===== config.mk =====
export PLATFORM = sky130hd
export DESIGN_NAME = l2_victim_select
export DESIGN_NICKNAME = d
export VERILOG_FILES = /design/src/l2_pkg.sv /design/src/l2_victim_select.sv
export SDC_FILE = /design/constraint.sdc
export NUM_CORES = 1
export LEC_CHECK = 0
export BUFFER_PORTS_ARGS = -buffer_cell sky130_fd_sc_hd__clkbuf_2
export CAP_MARGIN = 0
export CELL_PAD_IN_SITES_DETAIL_PLACEMENT = 0
export CELL_PAD_IN_SITES_GLOBAL_PLACEMENT = 1
export CORE_MARGIN = 2
export CORE_UTILIZATION = 48
export CTS_CLUSTER_SIZE = 40
export DETAILED_ROUTE_END_ITERATION = 10
export PLACE_DENSITY = 0.88
export SETUP_SLACK_MARGIN = 0.1
export SYNTH_ARGS = -nofsm -noshare
export SYNTH_HDL_FRONTEND = slang
export SYNTH_SLANG_ARGS = --single-unit

===== constraint.sdc =====
create_clock -name clk -period 2.8 [get_ports clk]
set_input_delay 0.56 -clock clk [delete_from_list [all_inputs] [get_ports clk]]
set_output_delay 0.56 -clock clk [all_outputs]
set_load 0.005 [all_outputs]

===== src/l2_pkg.sv =====
/*
 * Shared definitions for the four-way L2 cache
 *   cache geometry and address field positions
 *   CPU request, memory request and tag lookup structs
 *   controller state encoding
 */

package l2_pkg;

    localparam int ADDR_BITS      = 32;
    localparam int NUM_WAYS       = 4;
    localparam int WAY_BITS       = 2;
    localparam int NUM_SETS       = 16;
    localparam int INDEX_BITS     = 4;
    localparam int OFFSET_BITS    = 6;                          // 64-byte line
    localparam int WORD_BITS      = 128;
    localparam int LINE_BITS      = 512;
    localparam int WORDS_PER_LINE = LINE_BITS / WORD_BITS;
    localparam int WORD_SEL_BITS  = 2;
    localparam int TAG_BITS       = ADDR_BITS - INDEX_BITS - OFFSET_BITS;
    localparam int LINE_ADDR_BITS = TAG_BITS + INDEX_BITS;      // tag then index
    localparam int PLRU_BITS      = 3;                          // tree for 4 ways

    // address field positions
    localparam int WORD_LSB  = OFFSET_BITS - WORD_SEL_BITS;     // bits 5..4
    localparam int INDEX_LSB = OFFSET_BITS;                     // bits 9..6
    localparam int TAG_LSB   = OFFSET_BITS + INDEX_BITS;        // bits 31..10

    typedef struct packed {
        logic                  write;
        logic [ADDR_BITS-1:0]  addr;
        logic [WORD_BITS-1:0]  wdata;
    } cpu_req_t;

    typedef struct packed {
        logic                      write;
        logic [LINE_ADDR_BITS-1:0] line_addr;
        logic [LINE_BITS-1:0]      wline;                      // unused on reads
    } mem_req_t;

    typedef struct packed {
        logic                              hit;
        logic [WAY_BITS-1:0]               hit_way;
        logic [NUM_WAYS-1:0]               valid;
        logic [NUM_WAYS-1:0]               dirty;
        logic [NUM_WAYS-1:0][TAG_BITS-1:0] tags;
    } lookup_t;

    typedef enum logic [2:0] {
        IDLE,
        LOOKUP,
        RESPOND,
        WRITE_BACK,
        FILL,
        UPDATE
    } l2_state_e;

endpackage


===== src/l2_victim_select.sv =====
/*
 * Victim selection for the L2 cache
 *   per-set tree pseudo-LRU bits
 *   victim is the first invalid way, else the PLRU choice
 *   PLRU update on every touch of a way
 */

`timescale 1ns/100ps

module l2_victim_select
    import l2_pkg::*;
(
    input  logic                  clk,
    input  logic                  arst_n,
    input  logic [INDEX_BITS-1:0] index,
    input  logic [NUM_WAYS-1:0]   valid_ways,
    input  logic                  plru_touch,
    input  logic [WAY_BITS-1:0]   touch_way,
    output logic [WAY_BITS-1:0]   victim_way
);

    logic [PLRU_BITS-1:0] plru_q [NUM_SETS];
    logic [PLRU_BITS-1:0] plru_set;
    logic [PLRU_BITS-1:0] plru_next;
    logic                 found_invalid;

    assign plru_set = plru_q[index];

    always_comb begin
        found_invalid = 1'b0;
        victim_way    = '0;
        for (int w = 0; w < NUM_WAYS; w++) begin
            if (!valid_ways[w] && !found_invalid) begin   // lowest invalid way
                found_invalid = 1'b1;
                victim_way    = WAY_BITS'(w);
            end
        end
        if (!found_invalid) begin
            if (!plru_set[0]) begin
                victim_way = plru_set[1] ? 2'd1 : 2'd0;     // lower half
            end else begin
                victim_way = plru_set[2] ? 2'd3 : 2'd2;     // upper half
            end
        end
    end

    always_comb begin
        plru_next = plru_set;
        if (!touch_way[1]) begin
            plru_next[0] = 1'b1;
            plru_next[1] = (touch_way == 2'd0);
        end else begin
            plru_next[0] = 1'b0;
            plru_next[2] = (touch_way == 2'd2);
        end
    end

    always_ff @(posedge clk or negedge arst_n) begin
        if (!arst_n) begin
            for (int s = 0; s < NUM_SETS; s++) begin
                plru_q[s] <= '0;
            end
        end else if (plru_touch) begin
            plru_q[index] <= plru_next;
        end
    end

    // the controller must stay quiet while the cache is held in reset
    a_no_touch_in_reset: assert property (@(posedge clk) !arst_n |-> !plru_touch);

endmodule


### Yosys cells after proc, flatten, opt, wreduce, memory -nomap -nowiden

Cells that the tools add are included.
Widths: inputs -> output; s select.

* register bits after elaboration: 48
* logic and storage cells: 50
* output and inout bits: 2

* reduce and logical (&&, ||, !) cells: 10
* equal/unequal tests: 1
* magnitude comparators: 2
* bitwise logic cells: 1
* muxes and demuxes: 20

Operator list (number)
* $bwmux 48: 1
* $bmux 3 s4: 1
* $demux 3 s4: 1
* $mux 1: 10
* $mux 3: 3
* $mux 2: 4
* $ge 5x5->1 const B: 1
* $logic_not 1->1: 5
* $lt 5x1->1 const B: 1
* $not 4->5: 1
* $logic_and 1x1->1: 4
* $eq 2x2->1 const B: 1
* $logic_not 2->1: 1

### Logic depth before layout (Yosys ltp)

* word-level depth: 10
* depth in mapped cells: 8

### Worst setup path before layout

Ideal clock, no wire load.

* kind: input port to output port
* from: in index[0]
* to: out victim_way[0]
* slack: 314 ps
* arrival time: 1926 ps
* required time: 2240 ps
* cell stages on the path: 7
* path buffers: 2
* path through: buf_6 buf_6 mux4_2 a22oi_1 nand3_1 mux2i_1 a31oi_1

* word-level cells in the longest chain between the ends: 7

Ends and longest elaborated chain
* start: declaration: RTL line l2_victim_select.sv:15 `input logic [INDEX_BITS-1:0] index,`
* $not 4->5 (not written as such) (*): RTL line l2_victim_select.sv:27 `assign plru_set = plru_q[index];`
* $bmux 3 s4 (*): RTL line l2_victim_select.sv:27
* $mux 3 (not written as such) (*) (2 in series): RTL line l2_victim_select.sv:27
* $mux 1 (on tied branches): RTL line l2_victim_select.sv:40, l2_victim_select.sv:42
* $mux 2 (*): RTL line l2_victim_select.sv:39 `if (!plru_set[0]) begin`
* $mux 2 (*): RTL line l2_victim_select.sv:38 `if (!found_invalid) begin`
* end: declaration: RTL line l2_victim_select.sv:19 `output logic [WAY_BITS-1:0] victim_way`

Every way passes the cells marked *; elsewhere a longest branch is shown, timed or not. The select of a mux whose other input is x is not followed.

### Final worst setup path

Ends and elaborated chain as after synthesis.

==> results.py <==
metrics = {
    "drt": {
        "postRouteWirelength_um": 4690,
        "ant_nets": 0,
        "drt_iter0_markers": 84,
        "via_count": 1591,
        "dr.pass1.iters": 4,
        "wl_per_cell_um": 16.7,
        "routed_via_density": 5.66,
        "drc": 0,
    },
    "run_status": {
        "status": "completed",
    },
    "critical_path": {
        "crit_path_start_kind": "input pin",
        "required_ps": 2240,
        "end_kind": "output pin",
        "cp.arrival_ps": 2040,
        "path_class": "in -> out",
        "worstPathMaxFanout": 11,
    },
    "run": {
        "drv_cap": 0,
    },
    "global_route": {
        "grt_pass1_wl_um": 8030,
        "met2_usage_pct": 30.2,
        "grt_pass1_vias": 1636,
        "met3_usage_pct": 4.53,
        "grt_max_degree": 49,
        "grtUsageMet1_pct": 28.7,
        "top_usage_layer": "met2",
        "overflow": 0,
        "grt_usage_pct": 20.2,
        "antenna_found_initial": 0,
    },
    "place": {
        "dp_hpwl_um": 3380,
        "port_buffers": 14,
        "place_congestion": 0.893,
        "pre_cts_ws_ps": 5.14,
    },
    "clock_tree": {
        "h-tree-depth": 2,
        "clkTransAtPathRegs_ps": 90,
        "cts_root_buffer": "clkbuf_8",
        "cts_made_buffers": 5,
        "post_cts_buffers": 0,
        "ctsLongestPathBuffers": 2,
        "cts_tree": "built",
        "cts_num_sinks": 48,
        "clk_latency_ps": 300,
        "hold_buffers": 0,
    },
    "synth": {
        "yosys_warnings": 0,
        "synth_seq_cells": 48,
        "yosysMostFrequentCell": "dfrtp_1",
        "ys_seq_area_share_pct": 51.9,
        "synthArstFlopShare_pct": 100,
        "ys.flop_type": "dfrtp_1",
        "synth_enable_flop_cells": 0,
        "synth_cells": 202,
        "syn_area_um2": 2320,
        "synthesis.nets": 215,
        "yosys.cell_types.count": 26,
        "yosys-top-cells-area": "dfrtp_1 52%, mux4_2 9.7%, mux2_2 6.3%, a21oi_1 5.6%, nor2_1 5.5%",
        "yosys.area.top_type_share_pct": 51.9,
        "ys_top_cells_by_count": "48 x dfrtp_1, 34 x nor2_1, 26 x a21oi_1",
        "yosysTopAreaCell": "dfrtp_1",
        "synth_area_per_cell_um2": 11.5,
    },
    "timing": {
        "drv_slew": 0,
        "slew_headroom_pct": 60.5,
        "fin_crit_ps": 2600,
        "setup_viol": 0,
        "worstMarginPinSlew_ps": 593,
        "setup_ws_ps": 199,
        "fin_worst_skew_ps": 6.53,
        "rsz0062_at_grt": "no",
        "tns_ps": 0,
        "period_share_pct": 92.9,
        "hold_viol_final": 0,
        "clock.fmax_mhz": 384,
    },
    "cells_and_area": {
        "utilization_pct": 55.9,
        "area_growth_pct": 13.3,
        "diodes": 0,
        "regMostFlops": "plru_q",
        "num-nets-final": 239,
        "largest_reg_flops": 48,
        "largestRegisters": "plru_q (48)",
        "drive_gt1_share_pct": 29.1,
    },
    "floorplanning": {
        "dieArea_um2": 5400,
        "die_w_um": 73.5,
        "ioPinCount": 15,
        "rows": 25,
        "die_h_um": 73.5,
        "core_area_um2": 4690,
        "start_util_pct": 49.4,
    },
    "power": {
        "ir_drop_uv": 392,
        "power_density_nw_per_um2": 741,
        "p_leak_nw": 1.16,
    },
    "worst_hold_path": {
        "hold_path_class": "in -> async",
    },
}
worst paths after layout:
kind	start	endpoint	slack [ps]	depth (start not counted)
max reg2reg	plru_q[38]$_DFFE_PN0P_	plru_q[2]$_DFFE_PN0P_	840	5
max in group asynchronous	arst_n	plru_q[8]$_DFFE_PN0P_	2060	2
min	arst_n	plru_q[28]$_DFFE_PN0P_	340	2
min reg2reg	plru_q[46]$_DFFE_PN0P_	plru_q[46]$_DFFE_PN0P_	500	2
max	index[0]	victim_way[0]	200	8
min in group clk	plru_q[46]$_DFFE_PN0P_	plru_q[46]$_DFFE_PN0P_	500	2
cells in the final DEF (no fill, tap or decap), types with 2 or more instances in the layout:
cell and count:
or3_1 2, clkbuf_8 8, nor3_1 6, nand2b_1 3, a21oi_1 26, a22oi_2 2
nand2_1 14, dfrtp_1 48, nor2_1 34, mux2_2 13, nor2b_1 3, clkbuf_2 13
inv_1 2, mux2_4 4, o21ai_0 7, mux4_1 2, nand3_1 8, mux4_2 10
buf_4 14
power by group:
part | internal (mW) | switching [mW]
clock | 0.315 | 0.231
sequential | 0.870 | 0.102
combinational | 0.237 | 0.190
critical path, cell delays in order:
cell,delay [ps]
clkbuf_8,170
buf_4,150
mux4_2,490
nand3_1,100
nand3_1,120
mux2i_1,150
a31oi_1,160
clkbuf_2,130
logic make-up (layout without fill, tap and decap cells):
logic type / after synthesis / after routing / synth area share [%]
AO/OA/AOI/OAI: 39 / 39 / 9.72
multiplexers: 30 / 30 / 21.3
AND/OR/NAND/NOR: 72 / 72 / 13.6
flip-flops: 48 / 48 / 51.9
buffers and inverters: 13 / 38 / 3.51
routing by layer:
layer,wire length (µm),up-vias
met2,2170,24
met3,117,6
li1,-,767
met1,2310,794
met4,93,0
met5,0,-
stage by stage:
step	instance area, µm²	std cells	hold slack [ps]	power (mW)
floorplan	2320	202	264	1.28
global placement	2480	273	470	1.39
detailed placement	2480	273	480	1.41
CTS	2620	281	356	1.95
global route	2630	281	387	2.06
finish	2630	281	337	1.94
final cells by class:
| cell class | count | area, µm² |
|---|---|---|
| fill | 401 | 2070 |
| inverter | 2 | 7.51 |
| clock buffer | 7 | 96.3 |
| tap | 54 | 67.6 |
| sequential | 48 | 1200 |
| clock inverter | 1 | 30.0 |
| multi-input combinational | 141 | 1040 |
| timing repair buffer | 28 | 184 |
what timing repair did:
action                                  CTS  global route
resized for setup                         2             1
endpoints found under the setup margin    2             1
pin swaps                                 0             1
(Power assumes the default switching activity.)
