**src/l2_pkg.sv**
```systemverilog
/*
 * Shared definitions for the four-way L2 cache
 *   cache geometry and address field positions
 *   CPU request, memory request and tag lookup structs
 *   controller state encoding
 */

package l2_pkg;

    localparam int ADDR_BITS      = 32;
    localparam int NUM_WAYS       = 4;
    localparam int WAY_BITS       = 2;
    localparam int NUM_SETS       = 16;
    localparam int INDEX_BITS     = 4;
    localparam int OFFSET_BITS    = 6;                          // 64-byte line
    localparam int WORD_BITS      = 128;
    localparam int LINE_BITS      = 512;
    localparam int WORDS_PER_LINE = LINE_BITS / WORD_BITS;
    localparam int WORD_SEL_BITS  = 2;
    localparam int TAG_BITS       = ADDR_BITS - INDEX_BITS - OFFSET_BITS;
    localparam int LINE_ADDR_BITS = TAG_BITS + INDEX_BITS;      // tag then index
    localparam int PLRU_BITS      = 3;                          // tree for 4 ways

    // address field positions
    localparam int WORD_LSB  = OFFSET_BITS - WORD_SEL_BITS;     // bits 5..4
    localparam int INDEX_LSB = OFFSET_BITS;                     // bits 9..6
    localparam int TAG_LSB   = OFFSET_BITS + INDEX_BITS;        // bits 31..10

    typedef struct packed {
        logic                  write;
        logic [ADDR_BITS-1:0]  addr;
        logic [WORD_BITS-1:0]  wdata;
    } cpu_req_t;

    typedef struct packed {
        logic                      write;
        logic [LINE_ADDR_BITS-1:0] line_addr;
        logic [LINE_BITS-1:0]      wline;                      // unused on reads
    } mem_req_t;

    typedef struct packed {
        logic                              hit;
        logic [WAY_BITS-1:0]               hit_way;
        logic [NUM_WAYS-1:0]               valid;
        logic [NUM_WAYS-1:0]               dirty;
        logic [NUM_WAYS-1:0][TAG_BITS-1:0] tags;
    } lookup_t;

    typedef enum logic [2:0] {
        IDLE,
        LOOKUP,
        RESPOND,
        WRITE_BACK,
        FILL,
        UPDATE
    } l2_state_e;

endpackage

```
**src/l2_tag_lookup.sv**
```systemverilog
/*
 * Tag, valid and dirty arrays of the L2 cache
 *   synchronous read of all four ways of a set
 *   four-way tag compare against the request tag
 *   single-way write of tag, valid and dirty
 */

`timescale 1ns/100ps

module l2_tag_lookup
    import l2_pkg::*;
(
    input  logic                  clk,
    input  logic                  arst_n,
    input  logic [INDEX_BITS-1:0] index,
    input  logic [TAG_BITS-1:0]   lookup_tag,
    input  logic                  tag_write,
    input  logic [WAY_BITS-1:0]   write_way,
    input  logic [TAG_BITS-1:0]   write_tag,
    input  logic                  write_dirty,
    output lookup_t               result
);

    logic [TAG_BITS-1:0]               tag_mem [NUM_SETS][NUM_WAYS];
    logic [NUM_WAYS-1:0]               valid_mem [NUM_SETS];
    logic [NUM_WAYS-1:0]               dirty_mem [NUM_SETS];
    logic [NUM_WAYS-1:0][TAG_BITS-1:0] tags_q;
    logic [NUM_WAYS-1:0]               valid_q;
    logic [NUM_WAYS-1:0]               dirty_q;
    logic [NUM_WAYS-1:0]               hit_vec;

    always_ff @(posedge clk) begin
        if (tag_write) begin
            tag_mem[index][write_way] <= write_tag;
        end
        for (int w = 0; w < NUM_WAYS; w++) begin
            tags_q[w] <= tag_mem[index][w];                     // registered read
        end
    end

    always_ff @(posedge clk or negedge arst_n) begin
        if (!arst_n) begin
            for (int s = 0; s < NUM_SETS; s++) begin
                valid_mem[s] <= '0;
                dirty_mem[s] <= '0;
            end
            valid_q <= '0;
            dirty_q <= '0;
        end else begin
            if (tag_write) begin
                valid_mem[index][write_way] <= 1'b1;
                dirty_mem[index][write_way] <= write_dirty;
            end
            valid_q <= valid_mem[index];
            dirty_q <= dirty_mem[index];
        end
    end

    always_comb begin
        result.hit_way = '0;
        for (int w = 0; w < NUM_WAYS; w++) begin
            hit_vec[w] = valid_q[w] && (tags_q[w] == lookup_tag);
        end
        for (int w = NUM_WAYS - 1; w >= 0; w--) begin
            if (hit_vec[w]) begin
                result.hit_way = WAY_BITS'(w);
            end
        end
        result.hit   = |hit_vec;
        result.valid = valid_q;
        result.dirty = dirty_q;
        result.tags  = tags_q;
    end

    // the controller only allocates on a miss, so a tag lives in one way at most
    a_single_hit: assert property (@(posedge clk) disable iff (!arst_n)
        $onehot0(hit_vec));

endmodule

```
**config.mk**
```make
export PLATFORM = sky130hd
export DESIGN_NAME = l2_tag_lookup
export DESIGN_NICKNAME = d
export VERILOG_FILES = /design/src/l2_pkg.sv /design/src/l2_tag_lookup.sv
export SDC_FILE = /design/constraint.sdc
export NUM_CORES = 2
export LEC_CHECK = 0
export BUFFER_PORTS_ARGS = -buffer_cell sky130_fd_sc_hd__buf_4
export CORE_MARGIN = 3
export CORE_UTILIZATION = 50
export DETAILED_ROUTE_END_ITERATION = 12
export GPL_TIMING_DRIVEN = 0
export HOLD_SLACK_MARGIN = 0.05
export PLACE_DENSITY = 0.69
export SLEW_MARGIN = 10
export SYNTH_ARGS = -nofsm -noshare
export SYNTH_HDL_FRONTEND = slang
export SYNTH_SLANG_ARGS = --single-unit
```
**constraint.sdc**
```tcl
create_clock -name clk -period 2.15 [get_ports clk]
set_input_delay 0 -clock clk [delete_from_list [all_inputs] [get_ports clk]]
set_output_delay 0 -clock clk [all_outputs]
set_load 0.1 [all_outputs]
```
---- Yosys cells after proc, flatten, opt, wreduce, memory -nomap -nowiden ----
Memories as Yosys holds them, arrays and structs flattened. A register that Yosys moved wholly into a read port is not among the register bits.
Cells that the tools add are included.
word-level totals
  register bits after elaboration ......... 136
  bits in writable memories ............... 1408
  bits of input ports ..................... 54
  output and inout port bits .............. 99
  word-level logic and storage cells ...... 75
  memories kept ........................... 1
operators by class
  $lt $le $gt $ge ......................... 6
  equal/unequal tests ..................... 4
  multiplexer cells ....................... 19
  bitwise operators ....................... 3
  reduce and logical (&&, ||, !) cells .... 8
memories
  memory   depth  width  rd ports  clocked after Yosys merged registers in  wr ports  RTL line             text
  tag_mem  16     88     1         1                                        1         l2_tag_lookup.sv:24  logic [TAG_BITS-1:0] tag_mem [NUM_SETS][NUM_WAYS];
operators by type and width
  kind                                                                   number
  22-bit == test                                                         4
  88-bit 2-to-1 mux                                                      1
  64-bit bitwise mux                                                     1
  64-bit bitwise OR                                                      1
  22-bit demux with 2-bit select                                         1
  4-bit binary-select mux with 4-bit select                              2
  22-bit 2-to-1 mux                                                      1
  4-bit 2-to-1 mux                                                       5
  4-bit demux with 4-bit select                                          1
  2-bit 2-to-1 mux                                                       4
  1-bit logical AND                                                      7
  5-bit >= comparator, second input constant                             1
  5-bit by 1-bit < comparator with 1-bit output, second input constant   1
  4-bit NOT with 5-bit output                                            1
  4-bit OR reduction                                                     1
  3-bit >= comparator, second input constant                             1
  2-bit by 3-bit < comparator with 1-bit output, second input constant   1
  3-bit by 1-bit < comparator with 1-bit output, second input constant   1
  2-bit NOT with 3-bit output                                            1
  1-bit demux with 2-bit select                                          1
  2-bit by 1-bit >= comparator with 1-bit output, second input constant  1
  1-bit 2-to-1 mux                                                       2

---- Longest topological paths before layout ----
  word-level depth ........................ 7
  depth in mapped cells ................... 7
  depth with buffers taken out ............ 5

---- Least setup slack after synthesis ----
No wires, ideal clock.
  path kind ............................... reg2out
  start point ............................. register tags_q, in the netlist result[58] (read register of tag_mem)
  end point ............................... output result[97] (netlist name)
  arrival ................................. 4.011 ns
  data required time ...................... 2.150 ns
  slack ................................... -1.861 ns
  cell stages (with the launch flop) ...... 6
  cells stage by stage .................... dfxtp_1 xor2_1 nor4_1 nand4_1 or3_1 a211oi_1
RTL lines
  what         RTL line             text
  from (decl)  l2_tag_lookup.sv:27  logic [NUM_WAYS-1:0][TAG_BITS-1:0] tags_q;
  to (decl)    l2_tag_lookup.sv:21  output lookup_t result

==> results.md <==
Die:
- The die is 356.9 um wide.
- In this run the standard cell core region covers 122,000 um^2.
- The count of pins on the block boundary is 153.
- The initial utilization of the core area, before any placement, comes to 50.44%.
- Measured along the y axis, the die boundary spans 356.9 um.
- The number of cell rows is 128.
- The total die area is 127,400 um^2.

Yosys:
- Sorting the synthesized cells by area gives the leading types as sky130_fd_sc_hd__edfxtp_1, sky130_fd_sc_hd__mux4_2, sky130_fd_sc_hd__dfrtp_1, sky130_fd_sc_hd__dfxtp_1, sky130_fd_sc_hd__mux2_1.
- The number of nets in the synthesized netlist is 2,633.
- Synthesis produced a netlist whose cell count is 2,579.
- The number of synthesized register bits is 1,632.
- The warning count from the yosys run is 0.
- For this run, the leading register cell type out of synthesis is sky130_fd_sc_hd__edfxtp_1.
- The number of different library cells in the post-synthesis netlist is 30.
- The synthesized area per cell is 23.87 um^2.
- For this run, asynchronously set or reset flops after synthesis account for 8.333%.
- The count of flip-flops with a built-in enable after synthesis is 1,408.
- The cell type with the highest aggregate area in the netlist is sky130_fd_sc_hd__edfxtp_1.
- The area share of the largest cell type after synthesis is 68.68%.
- The cell area after synthesis is 61,560 um^2.
- The sequential cell area fraction in the yosys report is 77.07%.

Pwr:
- The portion of total power attributed to sequential cells is 52.5%.
- The maximum ir drop on the vdd rail is 776.7 uV.
- The relative contribution of the clock network to total power is 38.9%.
- The power density normalized to cell area is 943.0 nW/um^2.
- Net switching is 23.45% of the power.
- The net switching power is 16,040 uW.
- The static leakage is 0.02371 uW.
- The internal power summed over all cells is 52,370 uW.
- In this run, the combinational gates consume 8.6% of the power.

Timing:
- Setup slack on the critical path of the routed design comes to -0.5812 ns.
- Setup repair after global routing could not meet its margin everywhere.
- The number of failing setup endpoints in the final timing report is 5.
- The relative max-transition margin is 15.99%.
- The number of failing hold endpoints at the final stage is 0.
- The minimum clock period is 2.731 ns.
- Static timing analysis puts the maximum clock frequency at 366.1 MHz.
- The count of final max-slew check failures is 0.
- Of the available clock period, the critical path in the final layout requires 127.0%.
- Between clock sinks in the finished design, the worst skew comes to 0.02507 ns.
- The worst slack on hold paths is 0.1700 ns.
- The transition time at the pin with the least slew margin is 1.260 ns.
- The accumulated negative setup slack is -1.672 ns.

Run status:
- The run finished, with violations left.
- The final reports fail on negative setup slack.

Placement:
- During placement, the flow inserted port buffers numbering 149.
- Summing all placed instances gives a cell area of 67,120 um^2.
- At the end of routability-driven placement, the weighted congestion stood at 0.8820.
- Detailed placement finished with a half-perimeter wire length of 108,500 um.

Setup path:
- The worst register-to-register path ends at dirty_q[0].
- The critical path startpoint category is a register.
- For the worst setup path, the data required time is 2.15 ns.
- The minimum setup slack among reg-to-reg paths is 0.51 ns.
- The depth of the most critical reg-to-reg path is 2.
- STA classifies the critical path endpoint as an output port.
- The critical path in this run is classified as register to output port.
- The maximum fanout along the worst path is 2.
- The startpoint of the most critical register-to-register path is dirty_mem[48].
- For the worst setup path, the data arrival time is 2.73 ns.

Route:
- The final route contains 30.07k vias.
- Summed over all layers, the routed wires come to 169,300 um.
- The average detailed-routed wire length per instance is 35.70 um.
- The remaining antenna violation count is 0.
- In the routed design, unresolved DRC markers number 0.
- The number of search-and-repair iterations in the first detailed-routing pass is 6.
- Using the TritonRoute via totals, the vias-per-cell ratio works out to 6.341.
- The detailed router finished its first iteration with 4,310 violations.

CTS:
- Clock-pin slew was measured on the worst setup and hold paths at 0.06 ns.
- The longest clock path from root to sink contains 3 buffers.
- The number of clock buffers added by TritonCTS is 156.
- The root buffer cell chosen for the clock tree is sky130_fd_sc_hd__clkbuf_16.
- The clock tree synthesis step divided the H-tree into 4 levels.
- The clock drives 1,632 sinks.
- The CTS tree is yes.
- The later pin in the worst-skew pair is clocked with a latency of 0.77 ns.

GRT:
- The wire length of the first global-routing pass is 236,200 um.
- For this run, the total global-route usage over all layers was measured as 27.12%.
- The pin count of the biggest net entering global routing is 94.
- The initial antenna violation count is 9.
- The via count of the first global-routing pass is 30.91k.
- The total congestion overflow is 0.

Hold path:
- The startpoint identified for the worst hold timing path is index[1].
- The tightest min-delay check is of the input port to register type.
- The worst hold path passes through 4 cells.
- The worst hold path terminates at result[15].

Cells and area:
- The count of filler cells inserted in the layout is 8,341.
- The multi-input combinational cells in the finished layout cover a total of 13,890 um^2.
- The final-stage net count is 3,037.
- The fraction of layout instances using a drive strength above 1 is 36.98%.
- Registers take 47,660 um^2.
- After routing the design area is 72,550 um^2.
- Compared with the post-synthesis result, the final layout area differs by 17.85%.

Job:
- The max-cap check violation count is 0.
## placed cells by master, fill, tap and decap left out, types with 8 or more instances in the layout
cell | Yosys | layout
sky130_fd_sc_hd__edfxtp_1 | 1408 | 1408
sky130_fd_sc_hd__mux4_2 | 480 | 480
sky130_fd_sc_hd__clkbuf_16 | 0 | 160
sky130_fd_sc_hd__buf_4 | 0 | 149
sky130_fd_sc_hd__dfrtp_1 | 136 | 133
sky130_fd_sc_hd__clkbuf_1 | 55 | 104
sky130_fd_sc_hd__mux2_1 | 63 | 63
sky130_fd_sc_hd__nor2_4 | 0 | 62
sky130_fd_sc_hd__or2_1 | 59 | 59
sky130_fd_sc_hd__buf_16 | 0 | 57
sky130_fd_sc_hd__dfxtp_2 | 0 | 48
sky130_fd_sc_hd__buf_6 | 43 | 45
sky130_fd_sc_hd__xor2_1 | 45 | 44
sky130_fd_sc_hd__xnor2_1 | 43 | 43
sky130_fd_sc_hd__dfxtp_4 | 0 | 40
sky130_fd_sc_hd__dlygate4sd3_1 | 0 | 28
sky130_fd_sc_hd__clkinv_2 | 0 | 25
sky130_fd_sc_hd__clkinv_1 | 0 | 23
sky130_fd_sc_hd__buf_2 | 18 | 18
sky130_fd_sc_hd__nand4_1 | 15 | 15
sky130_fd_sc_hd__buf_12 | 0 | 11
sky130_fd_sc_hd__nand2_1 | 10 | 9
sky130_fd_sc_hd__bufinv_16 | 0 | 9
sky130_fd_sc_hd__clkbuf_8 | 0 | 9
sky130_fd_sc_hd__nand3_1 | 8 | 8
## cell usage after synthesis (4+ instances only)
library cell / instances
sky130_fd_sc_hd__or2_1: 59
sky130_fd_sc_hd__nor3_1: 5
sky130_fd_sc_hd__dfxtp_1: 88
sky130_fd_sc_hd__buf_2: 18
sky130_fd_sc_hd__mux2_1: 63
sky130_fd_sc_hd__buf_1: 5
sky130_fd_sc_hd__mux4_2: 480
sky130_fd_sc_hd__nor2_1: 65
sky130_fd_sc_hd__xor2_1: 45
sky130_fd_sc_hd__nor4_1: 10
sky130_fd_sc_hd__or2_2: 5
sky130_fd_sc_hd__nand4_1: 15
sky130_fd_sc_hd__xnor2_1: 43
sky130_fd_sc_hd__nand3_1: 8
sky130_fd_sc_hd__nor2b_1: 4
sky130_fd_sc_hd__edfxtp_1: 1408
sky130_fd_sc_hd__nand2_1: 10
sky130_fd_sc_hd__dfrtp_1: 136
sky130_fd_sc_hd__buf_6: 43
sky130_fd_sc_hd__clkbuf_1: 55
## how the worst max path moves through the flow
stage                           from            end  slack (ns)  cells past startpoint
after global placement      index[2]   dirty_mem[0]       -2.66                      6
after CTS                 result[58]     result[97]       -0.65                      6
final                     result[60]     result[97]       -0.58                      6
after floorplan             index[0]  dirty_mem[10]       -0.22                      7
after global routing      result[60]     result[97]       -0.71                      6
after detailed placement    index[2]   dirty_mem[0]       -1.34                      7
## registers in the layout, summed over array words and instances, names as in the netlist
register	cells
dirty_mem	64
dirty_q	4
result	88
tag_mem	1408
valid_mem	64
valid_q	4
## cells by family after synthesis
group	Yosys count	share of synthesized area, %
flops	1632	77.07
mux	544	18.73
simple gates	189	1.602
buf+inv	123	1.311
xor+xnor	88	1.252
compound gates	3	0.03455
## per-stage QoR
step                      instances  utilization, %  total power [uW]  setup slack (ns)
after floorplan                2579               -             39990           -0.2167
after global placement         4353           53.31             42070            -2.663
after detailed placement       4416           55.00             42370            -1.336
after CTS                      4740           59.41             68650           -0.6503
after global routing           4741           59.45             70170           -0.7098
final                          4742           59.45             68410           -0.5812
## worst max-delay path: stages, from the launching register on
cell	delay [ns]
sky130_fd_sc_hd__dfxtp_4	0.36
sky130_fd_sc_hd__xor2_1	0.17
sky130_fd_sc_hd__nor4_2	0.29
sky130_fd_sc_hd__nand4_1	0.24
sky130_fd_sc_hd__or3_4	0.44
sky130_fd_sc_hd__a211oi_4	0.25
sky130_fd_sc_hd__buf_12	0.21
## power groups by stage
stage                     Sequential, uW  Clock (uW)  Combinational (uW)
after detailed placement           36600           0                5780
after global placement             36500           0                5560
after CTS                          35900       26800                5910
final                              35900       26600                5900
after global routing               35900       28100                6140
after floorplan                    37800           0                2210
## timing repair
item                        CTS  global route
setup endpoints to repair   387            19
pin swaps                     9             2
hold endpoints to repair   1556             0
resized for setup            17            14
setup buffers                 6             0
hold buffers                 29             0
## final cells by class
cell class,instances,share of cell area [%]
Clock buffer,221,5.958
Sequential cell,1632,65.69
Antenna cell,2,0.006898
Clock inverter,69,0.8364
Inverter,2,0.01552
Multi-Input combinational cell,824,19.15
Tap cell,1625,2.802
Buffer,120,1.116
Timing Repair Buffer,247,4.425
## per-layer routing
metal	GRT usage, %	vias to the layer above	wire length [um]
met1	35.80	16150	61800
li1	-	11680	-
met4	12.42	6	8328
met3	7.725	389	18200
met2	42.38	1838	80930
met5	0	-	44
(Power assumes the default switching activity.)
